[config.mk]
export PLATFORM = sky130hd
export DESIGN_NAME = eigen_out
export DESIGN_NICKNAME = d
export VERILOG_FILES = /design/src/design/esprit_pkg.sv /design/src/design/eigen_out.sv
export SDC_FILE = /design/constraint.sdc
export NUM_CORES = 1
export LEC_CHECK = 0
export CAP_MARGIN = 40
export CORE_UTILIZATION = 43
export DETAILED_ROUTE_END_ITERATION = 8
export DONT_BUFFER_PORTS = 1
export HOLD_SLACK_MARGIN = 0.03
export MAX_ROUTING_LAYER = met4
export PLACE_DENSITY = 0.68
export SETUP_SLACK_MARGIN = 0.4
export SYNTH_ARGS = -nofsm -noshare
export SYNTH_HDL_FRONTEND = slang
export SYNTH_SLANG_ARGS = --single-unit
export TNS_END_PERCENT = 5
[constraint.sdc]
create_clock -name clk -period 3.3 [get_ports clk]
set_clock_uncertainty 0.15 [all_clocks]
set_input_delay 0.165 -clock clk [delete_from_list [all_inputs] [get_ports clk]]
set_output_delay 0.165 -clock clk [all_outputs]
set_load 0.01 [all_outputs]
[src/design/esprit_pkg.sv]
package esprit_pkg;

    // snapshot format: signed, 11 fractional bits
    localparam int SAMPLE_W = 12;
    localparam int SNAPS = 16;
    localparam int SNAPS_LOG2 = 4;

    // every internal value carries 16 fractional bits
    localparam int FRAC = 16;
    localparam int COV_W = 18;
    localparam int COEF_W = 20;
    localparam int ROOT_W = 18;
    localparam int SQRT_STAGES = 18;
    localparam int EIG_W = 18;

    // full-width snapshot product and block accumulator
    localparam int PROD_W = 2 * SAMPLE_W;
    localparam int ACC_W = PROD_W + SNAPS_LOG2;
    // product has 22 fractional bits, drop down to FRAC and divide by SNAPS
    localparam int AVG_SHIFT = 2 * (SAMPLE_W - 1) - FRAC + SNAPS_LOG2;

    // square root radicand and working remainder widths
    localparam int RAD_W = 2 * ROOT_W;
    localparam int REM_W = ROOT_W + 3;

    // output clamp limits, held one bit wider than a coefficient
    localparam logic signed [COEF_W:0] SAT_HI = 2 ** (EIG_W - 1) - 1;
    localparam logic signed [COEF_W:0] SAT_LO = -(2 ** (EIG_W - 1));

    typedef logic signed [SAMPLE_W-1:0] sample_t;
    typedef logic signed [COV_W-1:0] cov_t;
    typedef logic signed [COEF_W-1:0] coef_t;
    typedef logic [ROOT_W-1:0] root_t;
    typedef logic signed [EIG_W-1:0] eig_t;

    // one snapshot from both antennas
    typedef struct packed {
        sample_t ant0;
        sample_t ant1;
    } snap_s;

    // block-averaged covariance terms
    typedef struct packed {
        cov_t r11;
        cov_t r22;
        cov_t r12;
    } cov_s;

    // quadratic coefficient, discriminant and the terms needed for the eigenvector
    typedef struct packed {
        coef_t b;
        coef_t disc;
        cov_t r11;
        cov_t r12;
    } coef_s;

    // both roots at coefficient width, still unsaturated
    typedef struct packed {
        coef_t lamb1;
        coef_t lamb2;
        cov_t r11;
        cov_t r12;
        logic err;
    } root_s;

    typedef struct packed {
        eig_t lamb1;
        eig_t lamb2;
        eig_t vec1_y;
        eig_t vec2_y;
        eig_t vec_x;
        logic err;
    } eig_s;

    // clamp a value to the signed output range
    function automatic eig_t sat_eig(input logic signed [COEF_W:0] v);
        if (v > SAT_HI) begin
            return eig_t'(SAT_HI);
        end
        if (v < SAT_LO) begin
            return eig_t'(SAT_LO);
        end
        return eig_t'(v);
    endfunction

endpackage

[src/design/eigen_out.sv]
`timescale 1ns/1ps

module eigen_out import esprit_pkg::*; (
    input  logic  clk,
    input  logic  rst_n,
    input  root_s root,
    input  logic  root_valid,
    output eig_s  eig,
    output logic  eig_valid
);

    // eigenvector components y = lambda - r11, one bit of headroom before clamping
    logic signed [COEF_W:0] d1;
    logic signed [COEF_W:0] d2;

    assign d1 = root.lamb1 - root.r11;
    assign d2 = root.lamb2 - root.r11;

    always_ff @(posedge clk) begin
        if (!rst_n) begin
            eig_valid <= 1'b0;
        end else begin
            eig_valid <= root_valid;
        end
    end

    // x stays r12 as is, the angle stage divides y by it
    always_ff @(posedge clk) begin
        eig.lamb1 <= sat_eig(root.lamb1);
        eig.lamb2 <= sat_eig(root.lamb2);
        eig.vec1_y <= sat_eig(d1);
        eig.vec2_y <= sat_eig(d2);
        eig.vec_x <= eig_t'(root.r12);
        eig.err <= root.err;
    end

    // a flagged discriminant means a zero root upstream, so both eigenvalues coincide
    a_err_equal: assert property (@(posedge clk) disable iff (!rst_n)
        eig_valid && eig.err |-> eig.lamb1 == eig.lamb2);

endmodule

==> results by group <==
GRT
  – First-pass GRT wire length: 22000 um
  – GRT Overall Usage: 0.259
  – Antenna violations before repair: 0
  – Vias in the first global route: 4414
  – Largest net degree at the start of global routing: 18
  – Global route total overflow: 0

CTS
  – Clk root buf: clkbuf_8
  – Post-CTS Setup Repair Bufs: 0
  – Worst-path clk slew: 0.09 ns
  – Sink Count: 92
  – Clock buffer count from CTS: 9
  – # H-tree levels: 3
  – TritonCTS clock tree: built
  – CTS Buffer Depth: 2
  – CTS resizes: 0

Route
  – DRC viols: 0
  – WL final: 14200 um
  – WL/cell: 17.9 um
  – Vias post-DR: 4354
  – Routed vias/inst: 5.52
  – ANT nets after route: 0
  – Iteration-0 DRC Markers: 214
  – First-pass DRT Iterations: 4

Timing
  – Final setup violation count: 0
  – Final hold violation count: 0
  – Tcrit/Tclk final: 0.778
  – RSZ-0062 raised after global routing: false
  – Hold slack: 0.0358 ns
  – Max_slew headroom: 0.604
  – Worst-Margin Slew: 0.590 ns
  – Final TNS setup: 0 ns
  – Tmin final: 2.57 ns
  – F_max: 0.389 GHz
  – Max-slew violations: 0

Cells and area
  – Diodes inserted: 0
  – Share of cells above drive strength 1: 0.0647
  – Final net count: 766
  – Syn-to-layout area delta: 26.2%
  – FILL cells: 967

Worst hold path
  – HP Class: in2reg
  – Hold Path Stages: 3

Logic synthesis
  – Yosys warning total: 0
  – Post-synthesis sequential area ratio: 0.387
  – Async set-or-reset flop fraction in the synthesized netlist: 0
  – Post-synth net total: 675
  – Yosys cell types: 64
  – Seq cells post-synth: 92
  – EDFF count, synth: 0
  – Cells after Synth: 553
  – Syn avg cell area: 8.60 um^2
  – Top FF cell, synth: dfxtp_1
  – Synthesized area: 4750 um^2

Worst setup path
  – Setup crit start kind: primary input
  – CP Data Required Time: 3.39 ns
  – Worst setup path class: in2reg
  – Worst Path Max Fanout: 16
  – Crit path DAT: 2.66 ns
  – Setup crit end: eig[51]
  – Launch point of the worst path: root[21]
  – Crit. End Element: register

Die
  – Initial Utilization: 0.441
  – Core box area: 10800 um^2
  – Row count: 38
  – Die footprint: 11500 um^2
  – Top-Level Pins: 172
  – Chip Width: 107 um
  – Die Ht: 107 um

Power and ir drop
  – VDD IR-drop max: 0.318 mV
  – Power Dens Cells: 496 nW/um^2
  – Leak Pwr: 2.62 nW
  – PnR Total Power: 2.98 mW

Outcome
  – Status: complete, no violations

Job
  – Max Cap Violations: 0

Placement
  – I/O Buffers: 0
  – Dpl hpwl: 10000 um
  – GP Congestion: 0.908
==> metrics by stage <==
stage	instance area, um^2	cells	setup slack [ns]	utilization
3_3_place_gp	4860	678	0.454	0.450
3_5_place_dp	4880	680	0.366	0.452
2_1_floorplan	4750	553	0.782	-
5_1_grt	6000	789	0.507	0.556
6_report	6000	789	0.731	0.556
4_1_cts	6000	789	0.761	0.556
==> power breakdown <==
part	switching [mW]	internal (mW)	total [mW]
logic	0.432	0.354	0.786
clock network	0.417	0.354	0.771
registers	0.147	1.28	1.42
==> worst max-delay path, stage by stage <==
cell,delay [ns]
inv_1,0.04
ha_1,0.34
nor2b_1,0.16
o31a_1,0.27
o31ai_1,0.46
nor3b_2,0.32
o21ai_1,0.19
nor2_2,0.53
o21ai_0,0.17
==> logic make-up after synthesis <==
logic type / synth area share
simple gates: 0.166
mux: 0.00658
flops: 0.387
compound gates: 0.235
buf+inv: 0.0479
xor+xnor: 0.0442
fa+ha+maj: 0.114
==> layer usage <==
metal	share of wire	track usage	vias to the layer above
li1	-	-	2116
met1	0.43	0.295	2026
met2	0.48	0.437	185
met3	0.075	0.0590	27
met4	0.023	0.110	0
met5	0	-	-
==> cell type report <==
| cell class | instances | area [um^2] | area share |
|---|---|---|---|
| clock buffer | 11 | 131 | 0.0219 |
| clock inverter | 5 | 61.3 | 0.0102 |
| inverter | 36 | 135 | 0.0225 |
| multi-input combinational | 407 | 2690 | 0.447 |
| sequential | 92 | 1840 | 0.307 |
| tap | 140 | 175 | 0.0292 |
| timing repair buffer | 98 | 972 | 0.162 |
==> state kept, by name, indices dropped and copies added, names as in the netlist <==
register	flops
eig	91
eig_valid	1
==> worst min-delay path by stage <==
stage                  start      end
global route        root[75]  eig[73]
finish              root[39]  eig[21]
global placement     root[9]   eig[9]
floorplan            root[0]   eig[0]
CTS                 root[75]  eig[85]
detailed placement   root[9]   eig[9]
==> synthesized netlist by cell type, types with 4 or more instances <==
cell type	n	area, um^2
o31ai_1	4	30.0
nor3_1	6	30.0
o2111ai_1	7	61.3
nand2_1	27	101
buf_2	5	25.0
o21a_1	9	67.6
nor2b_1	6	37.5
inv_1	36	135
o211ai_1	4	30.0
o21ai_1	20	100
a21o_1	6	45.0
o21ai_0	21	105
and2_1	5	31.3
nor2_1	100	375
nand4_1	6	37.5
o21bai_1	6	45.0
ha_1	40	500
clkbuf_1	10	37.5
xor2_1	12	105
xnor2_1	12	105
dfxtp_1	92	1840
o211a_1	4	40.0
a21boi_0	5	37.5
nand3_1	5	25.0
a21oi_1	40	200
==> cell usage in the layout (no fill, tap or decap), types with 3 or more instances in the layout <==
| cell type | instances |
|---|---|
| a211oi_2 | 3 |
| a21boi_0 | 5 |
| a21boi_1 | 3 |
| a21o_1 | 6 |
| a21oi_1 | 40 |
| a22oi_1 | 3 |
| a31oi_1 | 3 |
| and2_1 | 5 |
| buf_4 | 4 |
| clkbuf_8 | 9 |
| clkinvlp_4 | 3 |
| dfxtp_1 | 92 |
| dlygate4sd3_1 | 93 |
| ha_1 | 40 |
| inv_1 | 36 |
| nand2_1 | 27 |
| nand3_1 | 5 |
| nand4_1 | 6 |
| nor2_1 | 100 |
| nor2b_1 | 6 |
| nor3_1 | 6 |
| o2111ai_1 | 7 |
| o211a_1 | 4 |
| o211ai_1 | 4 |
| o21a_1 | 9 |
| o21ai_0 | 21 |
| o21ai_1 | 20 |
| o21ai_2 | 3 |
| o21bai_1 | 6 |
| o22ai_1 | 3 |
| o31ai_1 | 4 |
| or2_1 | 3 |
| or2_2 | 3 |
| xnor2_1 | 12 |
| xor2_1 | 12 |
==> repair_timing <==
item | in CTS | in global routing
setup endpoints to repair | 0 | 0
hold buffers | 93 | 0
hold endpoints to repair | 60 | 0
No activity file was read; power rests on OpenSTA's default activity.
