### src/design/esprit_pkg.sv
package esprit_pkg;

    // snapshot format: signed, 11 fractional bits
    localparam int SAMPLE_W = 12;
    localparam int SNAPS = 16;
    localparam int SNAPS_LOG2 = 4;

    // every internal value carries 16 fractional bits
    localparam int FRAC = 16;
    localparam int COV_W = 18;
    localparam int COEF_W = 20;
    localparam int ROOT_W = 18;
    localparam int SQRT_STAGES = 18;
    localparam int EIG_W = 18;

    // full-width snapshot product and block accumulator
    localparam int PROD_W = 2 * SAMPLE_W;
    localparam int ACC_W = PROD_W + SNAPS_LOG2;
    // product has 22 fractional bits, drop down to FRAC and divide by SNAPS
    localparam int AVG_SHIFT = 2 * (SAMPLE_W - 1) - FRAC + SNAPS_LOG2;

    // square root radicand and working remainder widths
    localparam int RAD_W = 2 * ROOT_W;
    localparam int REM_W = ROOT_W + 3;

    // output clamp limits, held one bit wider than a coefficient
    localparam logic signed [COEF_W:0] SAT_HI = 2 ** (EIG_W - 1) - 1;
    localparam logic signed [COEF_W:0] SAT_LO = -(2 ** (EIG_W - 1));

    typedef logic signed [SAMPLE_W-1:0] sample_t;
    typedef logic signed [COV_W-1:0] cov_t;
    typedef logic signed [COEF_W-1:0] coef_t;
    typedef logic [ROOT_W-1:0] root_t;
    typedef logic signed [EIG_W-1:0] eig_t;

    // one snapshot from both antennas
    typedef struct packed {
        sample_t ant0;
        sample_t ant1;
    } snap_s;

    // block-averaged covariance terms
    typedef struct packed {
        cov_t r11;
        cov_t r22;
        cov_t r12;
    } cov_s;

    // quadratic coefficient, discriminant and the terms needed for the eigenvector
    typedef struct packed {
        coef_t b;
        coef_t disc;
        cov_t r11;
        cov_t r12;
    } coef_s;

    // both roots at coefficient width, still unsaturated
    typedef struct packed {
        coef_t lamb1;
        coef_t lamb2;
        cov_t r11;
        cov_t r12;
        logic err;
    } root_s;

    typedef struct packed {
        eig_t lamb1;
        eig_t lamb2;
        eig_t vec1_y;
        eig_t vec2_y;
        eig_t vec_x;
        logic err;
    } eig_s;

    // clamp a value to the signed output range
    function automatic eig_t sat_eig(input logic signed [COEF_W:0] v);
        if (v > SAT_HI) begin
            return eig_t'(SAT_HI);
        end
        if (v < SAT_LO) begin
            return eig_t'(SAT_LO);
        end
        return eig_t'(v);
    endfunction

endpackage

### src/design/coef_stage.sv
`timescale 1ns/1ps

module coef_stage import esprit_pkg::*; (
    input  logic  clk,
    input  logic  rst_n,
    input  cov_s  cov,
    input  logic  cov_valid,
    output coef_s coef,
    output logic  coef_valid
);

    // lambda^2 + b*lambda + c = 0, with b = -(r11+r22), c = r11*r22 - r12^2

    logic signed [2*COV_W-1:0] rr_full;
    logic signed [2*COV_W-1:0] qq_full;
    coef_t r_sum;

    // stage 1
    coef_t rr1;
    coef_t qq1;
    coef_t b1;
    cov_t r11_1;
    cov_t r12_1;

    // stage 2
    logic signed [2*COEF_W-1:0] bb_full;
    coef_t c2;
    coef_t bb2;
    coef_t b2;
    cov_t r11_2;
    cov_t r12_2;

    logic [2:0] vld;

    assign rr_full = cov.r11 * cov.r22;
    assign qq_full = cov.r12 * cov.r12;
    assign r_sum = cov.r11 + cov.r22;
    assign bb_full = b1 * b1;

    always_ff @(posedge clk) begin
        if (!rst_n) begin
            vld <= '0;
        end else begin
            vld <= {vld[1:0], cov_valid};
        end
    end

    assign coef_valid = vld[2];

    // products back to 16 fractional bits
    always_ff @(posedge clk) begin
        rr1 <= coef_t'(rr_full >>> FRAC);
        qq1 <= coef_t'(qq_full >>> FRAC);
        b1 <= -r_sum;
        r11_1 <= cov.r11;
        r12_1 <= cov.r12;
    end

    // c and b squared
    always_ff @(posedge clk) begin
        c2 <= rr1 - qq1;
        bb2 <= coef_t'(bb_full >>> FRAC);
        b2 <= b1;
        r11_2 <= r11_1;
        r12_2 <= r12_1;
    end

    // discriminant b^2 - 4c, r11/r12 travel with it for the eigenvector
    always_ff @(posedge clk) begin
        coef.b <= b2;
        coef.disc <= bb2 - (c2 <<< 2);
        coef.r11 <= r11_2;
        coef.r12 <= r12_2;
    end

endmodule

### config.mk
export PLATFORM = sky130hd
export DESIGN_NAME = coef_stage
export DESIGN_NICKNAME = d
export VERILOG_FILES = /design/src/design/esprit_pkg.sv /design/src/design/coef_stage.sv
export SDC_FILE = /design/constraint.sdc
export NUM_CORES = 2
export LEC_CHECK = 0
export BUFFER_PORTS_ARGS = -buffer_cell sky130_fd_sc_hd__buf_2
export CAP_MARGIN = 40
export CELL_PAD_IN_SITES_DETAIL_PLACEMENT = 1
export CELL_PAD_IN_SITES_GLOBAL_PLACEMENT = 2
export CORE_MARGIN = 2
export CORE_UTILIZATION = 43
export DETAILED_ROUTE_END_ITERATION = 10
export PLACE_DENSITY = 0.92
export SKIP_LAST_GASP = 1
export SLEW_MARGIN = 10
export SYNTH_ARGS = -nofsm -noshare
export SYNTH_HDL_FRONTEND = slang
export SYNTH_SLANG_ARGS = --single-unit
### constraint.sdc
create_clock -name clk -period 7.7 [get_ports clk]
set_input_delay 0.385 -clock clk [delete_from_list [all_inputs] [get_ports clk]]
set_output_delay 0.385 -clock clk [all_outputs]
set_load 0.02 [all_outputs]
==> results by group <==
Detailed routing
  • Vias per cell: 4.89
  • Post-Route WL: 106000 microns
  • DR iter-0 viols: 1262
  • Vias: 27.2k
  • Final ANT Viol Nets: 0
  • Remaining DRCs: 0
  • Initial DRT Pass Iterations: 5
  • WL per Instance: 19.1 microns

Place
  • Post-DP HPWL: 89700 microns
  • I/O Buffers: 133
  • Placer Congestion: 0.893

Global routing
  • Global Route Usage Sum: 23.1%
  • Congestion Overflow GR: 0
  • Pin count of the biggest net entering global routing: 25
  • First-pass GRT wire length: 174000 microns
  • Initial antenna violation count: 4
  • Vias in the first global route: 32.3k

Logic synthesis
  • Average cell area after synthesis: 9.76 sq um
  • Most common cell in the netlist: inv_1
  • Ys async rst share: 0%
  • Synth top area share: 46.7%
  • Main flop type after synthesis: dfxtp_1
  • Gate count of the mapped netlist: 4174
  • Syn Nets: 5546
  • Seq/Total Area, Yosys: 13.0%
  • Yosys cell types: 63
  • Cell area after synthesis: 40700 sq um
  • Post-synth top area cell: fa_1
  • #FFs+latches synth: 265
  • Synth area leaders: fa_1 47%, dfxtp_1 13%, ha_1 11%
  • Post-synth EDFFs: 0
  • Commonest cells in the netlist: 1211 x inv_1, 951 x fa_1, 402 x nand2_1, 364 x ha_1, 265 x dfxtp_1
  • Synth Warn #: 0

Timing
  • Fin. max-slew vios: 0
  • Setup violators final: 0
  • Slew of the pin with the lowest slew margin: 955 ps
  • Unrepaired setup endpoints after global routing: no
  • Final min period: 7280 ps
  • Worst hold slack: 61.4 ps
  • Period utilisation layout: 94.5%
  • Highest Clock Rate: 0.137 GHz
  • Setup TNS: 0 ps
  • Worst slew margin: 35.7%
  • Setup Skew: 36.1 ps
  • Final Hold Viols: 0

Clock tree
  • Clk buf depth: 3
  • TritonCTS clock tree: yes
  • CTS clk-pin slew, worst paths: 60 ps
  • Clk sinks: 265
  • H-tree levels: 2
  • CTS Buf Count: 35
  • Root Buffer: clkbuf_16
  • Clock latency at the later pin of the worst-skew pair: 600 ps

Final layout
  • Final net count: 5664
  • Synth-to-Final Area Change: 8.54%
  • Fraction of layout cells with a size suffix above 1: 5.98%

Critical path
  • Data required time of the critical path: 8200 ps
  • Crit-path max FO: 14
  • Most used cell, CP: fa_1
  • Slowest cell on crit path: fa_1
  • Class of the most critical setup path: flop to flop
  • Crit. End Element: flop
  • CP Data Arrival Time: 7780 ps
  • Crit start category: flop
  • Worst path max stage delay: 590 ps

Die
  • Die H: 312 microns
  • DIE AREA: 97200 sq um
  • CORE AREA: 93600 sq um
  • Row count: 112
  • Top-level I/O count: 134
  • Initial core utilization: 43.5%
  • Chip Width: 312 microns

Status
  • Outcome: completed

Run
  • Maxcap violations: 0

Min path
  • Worst hold-check path type: input port to flop
[layout by cell type (no fill, tap or decap), types with 5 or more instances in the layout]
master	count
nor3_1	24
a21oi_1	54
a31oi_1	8
bufinv_16	6
nor2b_1	34
clkinv_1	6
nand2_1	402
or2_2	5
inv_1	1211
dfxtp_1	264
and2_1	176
a211oi_1	9
ha_1	364
buf_4	49
nand2b_1	17
and3_1	7
nand4_1	5
clkbuf_8	7
or3_1	8
a21boi_0	10
xnor2_1	116
clkbuf_1	6
clkbuf_16	35
buf_2	133
fa_1	951
o21a_1	15
nand3_1	19
o21ai_0	37
xor2_1	28
nor2_1	208
a21o_1	25
[per-layer routing]
metal  GRT usage (%)  up-vias  share of wire (%)
li1                -    12200                  -
met1            29.4    14200                 41
met2            40.1      589                 51
met3            4.11      165                5.7
met4            6.76        0                2.9
met5               0        -                  0
[flip-flops by register name, summed over array words and instances, names as in the netlist]
| register | cells |
|---|---|
| r12_2 | 18 |
| vld | 3 |
| b1 | 20 |
| r11_2 | 18 |
| rr1 | 18 |
| b2 | 20 |
| bb2 | 20 |
| r11_1 | 18 |
| coef | 76 |
| r12_1 | 18 |
| c2 | 18 |
| qq1 | 18 |
[repair_timing]
| action | 4_1_cts | 5_1_grt |
|---|---|---|
| setup endpoints to repair | 0 | 8 |
| setup buffers | 0 | 1 |
| resized for setup | 0 | 2 |
| hold buffers | 2 | 0 |
| hold endpoints to repair | 2 | 0 |
[through the flow]
| stage | std cells | cell area (sq um) | utilization, % | worst slack, ps |
|---|---|---|---|---|
| floorplan | 4174 | 40700 | - | 957 |
| finish | 5572 | 44200 | 47.2 | 424 |
| global route | 5569 | 44200 | 47.2 | 87.4 |
| detailed placement | 5506 | 43000 | 45.9 | 208 |
| CTS | 5568 | 44200 | 47.2 | 188 |
| global placement | 5505 | 42900 | 45.9 | 512 |
[cell type report]
type	instances	area [sq um]
Clock inverter	12	224
Timing Repair Buffer	185	1070
Fill cell	10700	49400
Clock buffer	48	995
Inverter	1218	4570
Multi-Input combinational cell	2587	30500
Antenna cell	3	7.51
Tap cell	1254	1570
Sequential cell	265	5310
[logic make-up (layout without fill, tap and decap cells)]
logic type / after synthesis / in the layout / share of synthesized area, %
xor+xnor: 144 / 144 / 3.10
buf+inv: 1322 / 1463 / 12.2
mux: 3 / 3 / 0.0829
other cells: 0 / 3 / 0
fa+ha+maj: 1315 / 1315 / 57.9
flops: 265 / 265 / 13.0
simple gates: 914 / 914 / 10.2
compound gates: 211 / 211 / 3.49
[worst paths after layout]
check,start,end,slack (ps),cells past startpoint
setup / recovery,b1[13]$_DFF_P_,bb2[16]$_DFF_P_,420,25
hold / removal,cov[36],r11_1[0]$_DFF_P_,60,1
setup reg to reg,b1[13]$_DFF_P_,bb2[16]$_DFF_P_,420,25
hold reg to reg,r11_1[16]$_DFF_P_,r11_2[16]$_DFF_P_,320,0
[critical path, delay by kind of cell (launching register included)]
| kind | cells | cell delay (ps) |
|---|---|---|
| compound gates | 7 | 1280 |
| xor+xnor | 1 | 150 |
| fa+ha+maj | 8 | 3870 |
| buf+inv | 6 | 760 |
| flops | 1 | 550 |
| simple gates | 3 | 600 |
Power is not shown: default switching activity piles up to over one toggle a cycle in this logic, so the estimate is an artifact.
