File: config.mk
export PLATFORM = sky130hd
export DESIGN_NAME = cov_accum
export DESIGN_NICKNAME = d
export VERILOG_FILES = /design/src/design/esprit_pkg.sv /design/src/design/cov_accum.sv
export SDC_FILE = /design/constraint.sdc
export NUM_CORES = 1
export LEC_CHECK = 0
export ABC_AREA = 1
export ABC_CLOCK_PERIOD_IN_PS = 14100
export BUFFER_PORTS_ARGS = -buffer_cell sky130_fd_sc_hd__buf_4
export CELL_PAD_IN_SITES_DETAIL_PLACEMENT = 0
export CELL_PAD_IN_SITES_GLOBAL_PLACEMENT = 1
export CORE_MARGIN = 8
export CORE_UTILIZATION = 50
export CTS_CLUSTER_DIAMETER = 100
export CTS_CLUSTER_SIZE = 40
export DETAILED_ROUTE_END_ITERATION = 10
export PLACE_DENSITY = 0.84
export SLEW_MARGIN = 20
export SYNTH_ARGS = -nofsm -noshare
export SYNTH_HDL_FRONTEND = slang
export SYNTH_SLANG_ARGS = --single-unit
File: constraint.sdc
create_clock -name clk -period 14.1 [get_ports clk]
set_input_delay 1.41 -clock clk [delete_from_list [all_inputs] [get_ports clk]]
set_output_delay 1.41 -clock clk [all_outputs]
set_load 0.02 [all_outputs]
File: src/design/esprit_pkg.sv
package esprit_pkg;

    // snapshot format: signed, 11 fractional bits
    localparam int SAMPLE_W = 12;
    localparam int SNAPS = 16;
    localparam int SNAPS_LOG2 = 4;

    // every internal value carries 16 fractional bits
    localparam int FRAC = 16;
    localparam int COV_W = 18;
    localparam int COEF_W = 20;
    localparam int ROOT_W = 18;
    localparam int SQRT_STAGES = 18;
    localparam int EIG_W = 18;

    // full-width snapshot product and block accumulator
    localparam int PROD_W = 2 * SAMPLE_W;
    localparam int ACC_W = PROD_W + SNAPS_LOG2;
    // product has 22 fractional bits, drop down to FRAC and divide by SNAPS
    localparam int AVG_SHIFT = 2 * (SAMPLE_W - 1) - FRAC + SNAPS_LOG2;

    // square root radicand and working remainder widths
    localparam int RAD_W = 2 * ROOT_W;
    localparam int REM_W = ROOT_W + 3;

    // output clamp limits, held one bit wider than a coefficient
    localparam logic signed [COEF_W:0] SAT_HI = 2 ** (EIG_W - 1) - 1;
    localparam logic signed [COEF_W:0] SAT_LO = -(2 ** (EIG_W - 1));

    typedef logic signed [SAMPLE_W-1:0] sample_t;
    typedef logic signed [COV_W-1:0] cov_t;
    typedef logic signed [COEF_W-1:0] coef_t;
    typedef logic [ROOT_W-1:0] root_t;
    typedef logic signed [EIG_W-1:0] eig_t;

    // one snapshot from both antennas
    typedef struct packed {
        sample_t ant0;
        sample_t ant1;
    } snap_s;

    // block-averaged covariance terms
    typedef struct packed {
        cov_t r11;
        cov_t r22;
        cov_t r12;
    } cov_s;

    // quadratic coefficient, discriminant and the terms needed for the eigenvector
    typedef struct packed {
        coef_t b;
        coef_t disc;
        cov_t r11;
        cov_t r12;
    } coef_s;

    // both roots at coefficient width, still unsaturated
    typedef struct packed {
        coef_t lamb1;
        coef_t lamb2;
        cov_t r11;
        cov_t r12;
        logic err;
    } root_s;

    typedef struct packed {
        eig_t lamb1;
        eig_t lamb2;
        eig_t vec1_y;
        eig_t vec2_y;
        eig_t vec_x;
        logic err;
    } eig_s;

    // clamp a value to the signed output range
    function automatic eig_t sat_eig(input logic signed [COEF_W:0] v);
        if (v > SAT_HI) begin
            return eig_t'(SAT_HI);
        end
        if (v < SAT_LO) begin
            return eig_t'(SAT_LO);
        end
        return eig_t'(v);
    endfunction

endpackage

File: src/design/cov_accum.sv
`timescale 1ns/1ps

module cov_accum import esprit_pkg::*; (
    input  logic  clk,
    input  logic  rst_n,
    input  snap_s snap,
    input  logic  snap_valid,
    output cov_s  cov,
    output logic  cov_valid
);

    // snapshot index within the current block
    logic [SNAPS_LOG2:0] cnt;

    // product register stage
    logic signed [PROD_W-1:0] p11;
    logic signed [PROD_W-1:0] p22;
    logic signed [PROD_W-1:0] p12;
    logic prod_valid;
    logic prod_last;

    // running block sums
    logic signed [ACC_W-1:0] acc11;
    logic signed [ACC_W-1:0] acc22;
    logic signed [ACC_W-1:0] acc12;
    logic signed [ACC_W-1:0] sum11;
    logic signed [ACC_W-1:0] sum22;
    logic signed [ACC_W-1:0] sum12;

    assign sum11 = acc11 + p11;
    assign sum22 = acc22 + p22;
    assign sum12 = acc12 + p12;

    // count accepted snapshots, tag the one that closes the block
    always_ff @(posedge clk) begin
        if (!rst_n) begin
            cnt <= '0;
            prod_valid <= 1'b0;
            prod_last <= 1'b0;
        end else begin
            prod_valid <= snap_valid;
            if (snap_valid) begin
                prod_last <= (cnt == SNAPS - 1);
                cnt <= (cnt == SNAPS - 1) ? '0 : cnt + 1'b1;
            end
        end
    end

    // full-width products, only the valid strobe qualifies them
    always_ff @(posedge clk) begin
        if (snap_valid) begin
            p11 <= snap.ant0 * snap.ant0;
            p22 <= snap.ant1 * snap.ant1;
            p12 <= snap.ant0 * snap.ant1;
        end
    end

    // accumulate; reset throws away a partial block
    always_ff @(posedge clk) begin
        if (!rst_n) begin
            acc11 <= '0;
            acc22 <= '0;
            acc12 <= '0;
            cov_valid <= 1'b0;
        end else begin
            cov_valid <= prod_valid & prod_last;
            if (prod_valid) begin
                acc11 <= prod_last ? '0 : sum11;
                acc22 <= prod_last ? '0 : sum22;
                acc12 <= prod_last ? '0 : sum12;
            end
        end
    end

    // block average: shift realigns the binary point and divides by SNAPS
    always_ff @(posedge clk) begin
        if (prod_valid && prod_last) begin
            cov.r11 <= cov_t'(sum11 >>> AVG_SHIFT);
            cov.r22 <= cov_t'(sum22 >>> AVG_SHIFT);
            cov.r12 <= cov_t'(sum12 >>> AVG_SHIFT);
        end
    end

    // the block must close before the index runs past the last snapshot
    a_cnt_range: assert property (@(posedge clk) disable iff (!rst_n)
        cnt < SNAPS);

endmodule

==> metrics.yaml <==
post_cts_buffers: 0
yosysWarnings: 0
drt_iter0_markers: 1470
synth_edf_count: 124
fin_crit_sh: 0.439
grt_first_pass_wirelength_um: 115000
drt_wl_total_um: 68600
power_density_nw_per_um2: 247
ys_types: 45
reg2reg_to: "cov[2]"
clkSinkCount: 216
slowest_stage: "clkinv_1"
clock_skew_ps: 33.1
core-area_um2: 57600
grt_pass1_vias: 22900
worstRegToRegCells: 9
post_dp_cell_area_um2: 30300
start_kind: "input pin"
busiest_layer: "met2"
yosys.area.top_type_share: 0.267
grt.overflow.total: 0
ir_drop_mv: 0.239
max-cap-violations: 0
place_congestion: 0.901
ys.flop_type: "edfxtp_1"
final-max-slew-violation-count: 0
layout.cells.non_filler: 4582
worstSetupPathType: "in -> reg"
final-setup-viol-count: 0
path_delay_family: "adder cells"
critical_path_arrival_ps: 6450
status: "finished clean"
synth-seq-cells: 216
die_w_um: 257
h-tree-depth: 1
hold_slack_ps: 456
cts_resized: 0
first_pass_iters: 5
synthCells: 3792
clock.fmax_mhz: 162
setup_tns_ps: 0
cp_max_fo: 20
drc: 0
synthArstFlopShare: 0
io_buffers: 81
area_growth_pct: 6.13
antenna_left: 0
use_met3: 0.0210
cts_buffers: 13
start_util: 0.505
syn_avg_cell_area_um2: 7.66
synth_largest_area_cell: "fa_1"
min_period_ps: 6190
fp-row-count: 88
cp_slowest_stage_delay_ps: 570
synth_most_common_cell: "nand2_1"
met1_usage: 0.309
whs_path_depth: 2
critical_path_buf_inv_count: 5
grt_usage: 0.209
rsz0062_at_grt: "false"
cts_buffer_depth: 3
num_vias: 22700
slew_headroom: 0.248
synth_nets: 4452
use_met2: 0.335
r2r_slack_ps: 11580
layout.nets: 4469
design.die.area_um2: 66100
timing.critical_path.cells: "buf_4 -> clkinv_1 -> or2_2 -> fa_1 -> inv_1 -> fa_1 -> fa_1 -> inv_1 -> fa_1 -> inv_1 -> fa_1 -> ha_1 -> nand2_1 -> nor2_1 -> nand2_1 -> nor3_1 -> nor2_1 -> nand3_1 -> nand2_1"
worst_pin_slew_ps: 1130
clk_latency_ps: 520
dieHeight_um: 257
netlist_area_um2: 29100
crit_required_ps: 14360
fin_area_um2: 30800
startpoint: "snap[11]"
min_to: "cnt[4]"
drive_gt1_frac: 0.0422
postCtsHoldBufs: 0
p_leak_nw: 16.9
io_pins: 82
hold_path_class: "reg -> reg"
cts.clk_slew.worst_paths_ps: 120
cp_common_cell: "fa_1"
crit_path_end_kind: "flop"
place_hpwl_um: 55700
r2r_start: "p12[0]"
root_buffer: "clkbuf_16"
vias_per_cell: 4.96
place_inst: 4559
cts_tree: "done"
hp-start: "cnt[4]"
antenna_found_initial: 1
ys_seq_area_frac: 0.192
grt_max_degree: 91
fillers: 5676
netlist_top_cells_count: "nand2_1, inv_1, fa_1, ha_1, a21oi_1"
routedWlPerCell_um: 15.0
yosys-top-cells-area: "fa_1, nand2_1, edfxtp_1"
hold_viol: 0
[tightest hold or removal path: cells and delay by family (launching register included)]
family	cells	cell delay, ps
compound gates	1	50
buf+inv	1	60
flops	1	320
[per-layer routing]
metal  part of all wire  vias up
met1               0.49    10800
met4              0.014        0
met5                  0        -
li1                   -    11500
met2               0.44      429
met3              0.049       54
[area by class of cell]
type / count / area (um^2) / share of cell area
multi-input combinational: 2558 / 19700 / 0.638
sequential: 216 / 5570 / 0.180
inverter: 934 / 3510 / 0.114
tap: 765 / 957 / 0.0310
timing repair buffer: 86 / 646 / 0.0209
clock buffer: 13 / 325 / 0.0106
clock inverter: 9 / 165 / 0.00536
antenna: 1 / 2.50 / 0.0000812
[how the worst max path moves through the flow]
stage	endpoint	cells after the start	slack [ps]
after floorplan	p11[23]	21	7950
after detailed placement	p12[23]	19	7350
after global routing	p12[23]	19	7580
after global placement	p12[23]	19	7450
final	p12[23]	19	7910
after CTS	p12[23]	19	7880
[power breakdown]
part	internal, mW	total (mW)	switching (mW)
clock	0.196	0.459	0.262
sequential	1.10	1.22	0.116
combinational	2.17	5.95	3.77
total	3.47	7.63	4.15
[layout by cell type, fill, tap and decap left out, types with 49 or more instances in the layout]
master | Yosys | final
nand3_1 | 166 | 166
nand2_1 | 1030 | 1030
and2_1 | 54 | 54
edfxtp_1 | 124 | 124
inv_1 | 928 | 926
nor2_1 | 168 | 168
fa_1 | 387 | 387
a21oi_1 | 209 | 209
buf_4 | 0 | 86
o21ai_0 | 52 | 52
xor2_1 | 49 | 49
ha_1 | 246 | 246
dfxtp_1 | 92 | 92
[through the flow]
| stage | setup WS (ps) | power, mW | utilization |
|---|---|---|---|
| after global placement | 7450 | 7.05 | 0.527 |
| after global routing | 7580 | 8.54 | 0.535 |
| final | 7910 | 7.63 | 0.535 |
| after detailed placement | 7350 | 7.11 | 0.527 |
| after floorplan | 7950 | 5.63 | - |
| after CTS | 7880 | 7.60 | 0.535 |
[cell families after synthesis]
kind of cell,after synthesis,synth area share
buffers and inverters,1018,0.132
XOR/XNOR,84,0.0264
AO/OA/AOI/OAI,308,0.0570
flip-flops,216,0.192
AND/OR/NAND/NOR,1533,0.221
adder cells (fa/ha/maj),633,0.373
[state kept, by name, summed over array words and instances (netlist names)]
signal / count
cov_valid: 1
acc22: 28
cov: 54
p22: 23
p11: 23
prod_last: 1
p12: 24
acc11: 28
cnt: 5
acc12: 28
prod_valid: 1
(Power assumes the default switching activity.)
