$ cat config.mk
export PLATFORM = sky130hd
export DESIGN_NAME = quad_root
export DESIGN_NICKNAME = d
export VERILOG_FILES = /design/src/design/esprit_pkg.sv /design/src/design/quad_root.sv
export SDC_FILE = /design/constraint.sdc
export NUM_CORES = 2
export LEC_CHECK = 0
export BUFFER_PORTS_ARGS = -buffer_cell sky130_fd_sc_hd__buf_2
export CORE_ASPECT_RATIO = 0.9
export CORE_MARGIN = 2
export CORE_UTILIZATION = 49
export CTS_CLUSTER_SIZE = 14
export DETAILED_ROUTE_END_ITERATION = 12
export GPL_TIMING_DRIVEN = 0
export HOLD_SLACK_MARGIN = 0.02
export PLACE_DENSITY = 0.71
export SLEW_MARGIN = 20
export SYNTH_ARGS = -nofsm -noshare
export SYNTH_HDL_FRONTEND = slang
export SYNTH_SLANG_ARGS = --single-unit
$ cat constraint.sdc
create_clock -name clk -period 5.87 [get_ports clk]
set_input_delay 0.2935 -clock clk [delete_from_list [all_inputs] [get_ports clk]]
set_output_delay 0.2935 -clock clk [all_outputs]
set_load 0.05 [all_outputs]
$ cat src/design/esprit_pkg.sv
package esprit_pkg;

    // snapshot format: signed, 11 fractional bits
    localparam int SAMPLE_W = 12;
    localparam int SNAPS = 16;
    localparam int SNAPS_LOG2 = 4;

    // every internal value carries 16 fractional bits
    localparam int FRAC = 16;
    localparam int COV_W = 18;
    localparam int COEF_W = 20;
    localparam int ROOT_W = 18;
    localparam int SQRT_STAGES = 18;
    localparam int EIG_W = 18;

    // full-width snapshot product and block accumulator
    localparam int PROD_W = 2 * SAMPLE_W;
    localparam int ACC_W = PROD_W + SNAPS_LOG2;
    // product has 22 fractional bits, drop down to FRAC and divide by SNAPS
    localparam int AVG_SHIFT = 2 * (SAMPLE_W - 1) - FRAC + SNAPS_LOG2;

    // square root radicand and working remainder widths
    localparam int RAD_W = 2 * ROOT_W;
    localparam int REM_W = ROOT_W + 3;

    // output clamp limits, held one bit wider than a coefficient
    localparam logic signed [COEF_W:0] SAT_HI = 2 ** (EIG_W - 1) - 1;
    localparam logic signed [COEF_W:0] SAT_LO = -(2 ** (EIG_W - 1));

    typedef logic signed [SAMPLE_W-1:0] sample_t;
    typedef logic signed [COV_W-1:0] cov_t;
    typedef logic signed [COEF_W-1:0] coef_t;
    typedef logic [ROOT_W-1:0] root_t;
    typedef logic signed [EIG_W-1:0] eig_t;

    // one snapshot from both antennas
    typedef struct packed {
        sample_t ant0;
        sample_t ant1;
    } snap_s;

    // block-averaged covariance terms
    typedef struct packed {
        cov_t r11;
        cov_t r22;
        cov_t r12;
    } cov_s;

    // quadratic coefficient, discriminant and the terms needed for the eigenvector
    typedef struct packed {
        coef_t b;
        coef_t disc;
        cov_t r11;
        cov_t r12;
    } coef_s;

    // both roots at coefficient width, still unsaturated
    typedef struct packed {
        coef_t lamb1;
        coef_t lamb2;
        cov_t r11;
        cov_t r12;
        logic err;
    } root_s;

    typedef struct packed {
        eig_t lamb1;
        eig_t lamb2;
        eig_t vec1_y;
        eig_t vec2_y;
        eig_t vec_x;
        logic err;
    } eig_s;

    // clamp a value to the signed output range
    function automatic eig_t sat_eig(input logic signed [COEF_W:0] v);
        if (v > SAT_HI) begin
            return eig_t'(SAT_HI);
        end
        if (v < SAT_LO) begin
            return eig_t'(SAT_LO);
        end
        return eig_t'(v);
    endfunction

endpackage

$ cat src/design/quad_root.sv
`timescale 1ns/1ps

module quad_root import esprit_pkg::*; (
    input  logic  clk,
    input  logic  rst_n,
    input  coef_s coef,
    input  logic  coef_valid,
    output root_s root,
    output logic  root_valid
);

    // one square-root step with everything the item carries alongside
    typedef struct packed {
        coef_t b;
        cov_t r11;
        cov_t r12;
        logic err;
        logic [RAD_W-1:0] rad;
        root_t q;
        logic signed [REM_W-1:0] rem;
    } stage_s;

    stage_s head;
    stage_s s_in [SQRT_STAGES];
    stage_s s_nx [SQRT_STAGES];
    stage_s s_q [SQRT_STAGES];
    stage_s last;

    logic signed [REM_W-1:0] rem_sh [SQRT_STAGES];
    logic signed [REM_W-1:0] trial [SQRT_STAGES];
    logic signed [REM_W-1:0] diff [SQRT_STAGES];

    // valid bit per stage plus the final root register
    logic [SQRT_STAGES:0] v;

    logic signed [COEF_W+1:0] b_ext;
    logic signed [COEF_W+1:0] s_ext;
    logic signed [COEF_W+1:0] sum_p;
    logic signed [COEF_W+1:0] sum_m;

    // negative discriminant: flag it and take the root of zero
    always_comb begin
        head.b = coef.b;
        head.r11 = coef.r11;
        head.r12 = coef.r12;
        head.err = coef.disc[COEF_W-1];
        head.rad = head.err ? '0 : (RAD_W'($unsigned(coef.disc)) << FRAC);
        head.q = '0;
        head.rem = '0;
    end

    // restoring digit-by-digit root, two radicand bits per stage
    always_comb begin
        s_in[0] = head;
        for (int k = 1; k < SQRT_STAGES; k++) begin
            s_in[k] = s_q[k-1];
        end
        for (int k = 0; k < SQRT_STAGES; k++) begin
            rem_sh[k] = {s_in[k].rem[REM_W-3:0], s_in[k].rad[RAD_W-1 -: 2]};
            // trial subtrahend is 4q + 1
            trial[k] = $signed({1'b0, s_in[k].q, 2'b01});
            diff[k] = rem_sh[k] - trial[k];
            s_nx[k] = s_in[k];
            s_nx[k].rad = s_in[k].rad << 2;
            if (!diff[k][REM_W-1]) begin
                s_nx[k].q = {s_in[k].q[ROOT_W-2:0], 1'b1};
                s_nx[k].rem = diff[k];
            end else begin
                s_nx[k].q = {s_in[k].q[ROOT_W-2:0], 1'b0};
                s_nx[k].rem = rem_sh[k];
            end
        end
    end

    always_ff @(posedge clk) begin
        s_q <= s_nx;
    end

    always_ff @(posedge clk) begin
        if (!rst_n) begin
            v <= '0;
        end else begin
            v <= {v[SQRT_STAGES-1:0], coef_valid};
        end
    end

    // roots (-b +/- s) / 2, two guard bits so the sums cannot wrap
    assign last = s_q[SQRT_STAGES-1];
    assign b_ext = last.b;
    assign s_ext = {{(COEF_W+2-ROOT_W){1'b0}}, last.q};
    assign sum_p = s_ext - b_ext;
    assign sum_m = -b_ext - s_ext;

    always_ff @(posedge clk) begin
        root.lamb1 <= coef_t'(sum_p >>> 1);
        root.lamb2 <= coef_t'(sum_m >>> 1);
        root.r11 <= last.r11;
        root.r12 <= last.r12;
        root.err <= last.err;
    end

    assign root_valid = v[SQRT_STAGES];

    // a valid item never leaves a stage with a negative remainder
    for (genvar k = 0; k < SQRT_STAGES; k++) begin : g_rem_chk
        a_rem_pos: assert property (@(posedge clk) disable iff (!rst_n)
            v[k] |-> !s_q[k].rem[REM_W-1]);
    end

endmodule

==> flow_metrics.tcl <==
set metrics [dict create \
    globalRoute.totalOverflow 0 \
    synth-edff-count 0 \
    final_antenna_net_count 0 \
    critical_path.endpoint_type "flip-flop" \
    dieWidth_um 330 \
    maxClockFrequency_ghz 0.245 \
    power_density_nw_per_um2 557 \
    final-instance-count-excl-fill 5381 \
    area_of_the_die_sq_um 98300 \
    initial_utilization 0.495 \
    max-cap-violations 0 \
    finalPower_mw 30.8 \
    path_max_fanout 7 \
    layout-drive-gt1-share 0.119 \
    worst_hold_slack_ns 0.170 \
    drtPass1Iterations 9 \
    drt-wirelength-per-cell_um 13.0 \
    timing.setup.tns_ns 0 \
    worst_pin_slew_ns 1.02 \
    timing.critical_path.cells "inv_1 > ha_1 > fa_1 > a21o_1 > a21oi_1 > o21ai_0 > a21oi_1 > a21oi_1 > a31oi_1 > inv_1 > and3_1 > xor2_1" \
    port_buffers 156 \
    die_y_um 298 \
    ys_async_sr_fraction 0 \
    core_region_area_sq_um 94800 \
    boundaryPins 157 \
    placed_cell_area_sq_um 49300 \
    post_drt_via_cell_ratio 4.58 \
    syn_area_per_cell_sq_um 12.9 \
    synth_area_leaders "dfxtp_1 (71%), ha_1 (5.8%), xnor2_1 (3.1%), inv_1 (2.1%), mux2_2 (1.9%)" \
    crit_arrival_ns 4.71 \
    rows 107 \
    cts-buffers-inserted 154 \
    cts.repair.resized 0 \
    post-synth-top-area-fraction 0.711 \
    synthXorXnorAreaFrac 0.0493 \
    synthDistinctLibCells 72 \
    layout_worst_path_cycle_share 0.696 \
    run_status "finished with violations" \
    critical_path_required_ns 6.49 \
    power.leakage_nw 24.0 \
    timing.final.max_slew_violations 0 \
    cts_buffer_depth 3 \
    vias_in_the_first_global_route 24600 \
    grt_pass1_wl_mm 116 \
    yosysSeqAreaShare 0.711 \
    max_slew_headroom_at_the_worst_pin 0.316 \
    grt_antenna_before_repair 2 \
    routabilityCongestion 0.860 \
    min_path_type "in2reg" \
    clock_latency_of_the_later_clocked_register_in_the_worst_skew_pair_ns 0.75 \
    maximum_number_of_pins_on_one_net_before_global_route_repair 17 \
    synth-main-ff-cell "dfxtp_1" \
    cts-root-buf "clkbuf_16" \
    crit_path_top_delay_cell "a31oi_1" \
    yosys_top_cell_by_area "dfxtp_1" \
    cpPeakStageDelay_ns 0.68 \
    final_design_area_no_fill_sq_um 55300 \
    synth_adder_area_share 0.0614 \
    setup_viol 0 \
    mappedNetlistArea_sq_um 46900 \
    dp.cells 5042 \
    max-vdd-ir-drop_mv 0.306 \
    design.final.nets 4337 \
    yosys-mux-area-fraction 0.0231 \
    finalHoldViolations 0 \
    detailed_place_hpwl_mm 46.2 \
    syn-instance-count 3632 \
    clk_pin_slew_ns 0.06 \
    routed_wirelength_mm 70.0 \
    detail_route.iter0.violations 1125 \
    cts_tree "done" \
    ys_warn_count 0 \
    failing_checks "design-rule violations" \
    synthToLayoutAreaGrowth_pct 17.7 \
    ys_ff_latch 1668 \
    critical_path.startpoint_type "flip-flop" \
    clock_skew_ns 0.0342 \
    synth_top_family_by_area "compound AO/OA/AOI/OAI gates" \
    clock-sinks 1668 \
    setup.worst_path.class "reg2reg" \
    routed_via_count 24700 \
    grt_setup_unrepaired "false" \
    synth-compound-area-share 0.0670 \
    detail_route.drc_violations 22 \
    cts_max_level 4 \
    simple_gate_share_of_the_synthesized_area 0.0635 \
    critical_path.most_common_cell "a21oi_1" \
    post-route-min-period_ns 4.09 \
    grt_util_overall 0.145 \
]
-- layer usage --
layer | vias up | share of wire | GRT usage
met4 | 0 | 0.024 | 0.0540
met3 | 133 | 0.045 | 0.0350
met2 | 403 | 0.48 | 0.249
met5 | - | 0 | 0
li1 | 12800 | - | -
met1 | 11300 | 0.45 | 0.176
-- sequential cells by signal, indices dropped and copies added, names as in the netlist --
signal / cells
s_in: 1194
rem_sh: 303
root: 77
last: 55
b_ext: 20
v: 19
-- placed cells by master (no fill, tap or decap), types with 88 or more instances in the layout --
master / synthesis / routed
clkbuf_16: 0 / 154
inv_1: 259 / 259
buf_2: 0 / 156
nand2_1: 95 / 95
nor2_1: 157 / 157
a21oi_1: 144 / 144
o21ai_0: 111 / 111
dlygate4sd3_1: 0 / 88
xnor2_1: 168 / 167
dfxtp_1: 1668 / 1668
xor2_1: 96 / 96
ha_1: 216 / 216
-- cell families after synthesis --
family,Yosys count
buffers and inverters,300
AO/OA/AOI/OAI,498
AND/OR/NAND/NOR,580
multiplexers,96
XOR/XNOR,264
flip-flops,1668
other,1
adder cells (fa/ha/maj),225
-- critical path: cells and delay by family (launching register included) --
kind,cells,cell delay (ns)
flops,1,0.42
compound gates,6,2.01
buf+inv,2,0.46
xor+xnor,1,0.13
fa+ha+maj,2,0.65
simple gates,1,0.30
-- metrics by stage --
stage,setup WS [ns],utilization
6_report,1.78,0.583
5_1_grt,1.41,0.583
4_1_cts,1.78,0.583
3_5_place_dp,1.79,0.520
3_3_place_gp,1.80,0.520
2_1_floorplan,2.59,-
-- cells in the mapped netlist (all sizes together), types with 29 or more instances --
cell type	instances
a21o	68
a21oi	144
clkbuf	35
dfxtp	1668
ha	216
inv	259
mux2	85
nand2	95
nand3	33
nor2	157
nor2b	51
nor3	64
o21a	44
o21ai	112
o21bai	29
xnor2	168
xor2	96
-- power breakdown --
| part | total [mW] | leakage (nW) | internal (mW) | switching (mW) |
|---|---|---|---|---|
| sequential | 13.8 | 14.1 | 13.0 | 0.868 |
| combinational | 7.20 | 7.54 | 3.22 | 3.98 |
| clock | 9.75 | 2.44 | 5.63 | 4.12 |
-- what timing repair did --
action,CTS,global route
hold buffers,88,0
endpoints found under the setup margin,0,0
hold endpoints to repair,85,0
setup buffers,0,0
-- path summary, 6_finish.rpt --
kind                                        start             endpoint  slack (ns)  depth (start not counted)
worst max-delay path            s_in[813]$_DFF_P_  rem_sh[121]$_DFF_P_        1.78                         12
worst min-delay path                     coef[31]   s_in[2219]$_DFF_P_        0.17                          2
worst max register to register  s_in[813]$_DFF_P_  rem_sh[121]$_DFF_P_        1.78                         12
worst min register to register  last[106]$_DFF_P_     root[31]$_DFF_P_        0.30                          0
-- layout make-up --
type,instances,area [sq um]
antenna,1,2.50
buffer,41,168
clock buffer,196,4190
clock inverter,54,892
fill,7436,39500
inverter,259,972
multi-input combinational,1665,12400
sequential,1668,33400
tap,1253,1570
timing repair buffer,244,1660
No activity file was read; power rests on OpenSTA's default activity.
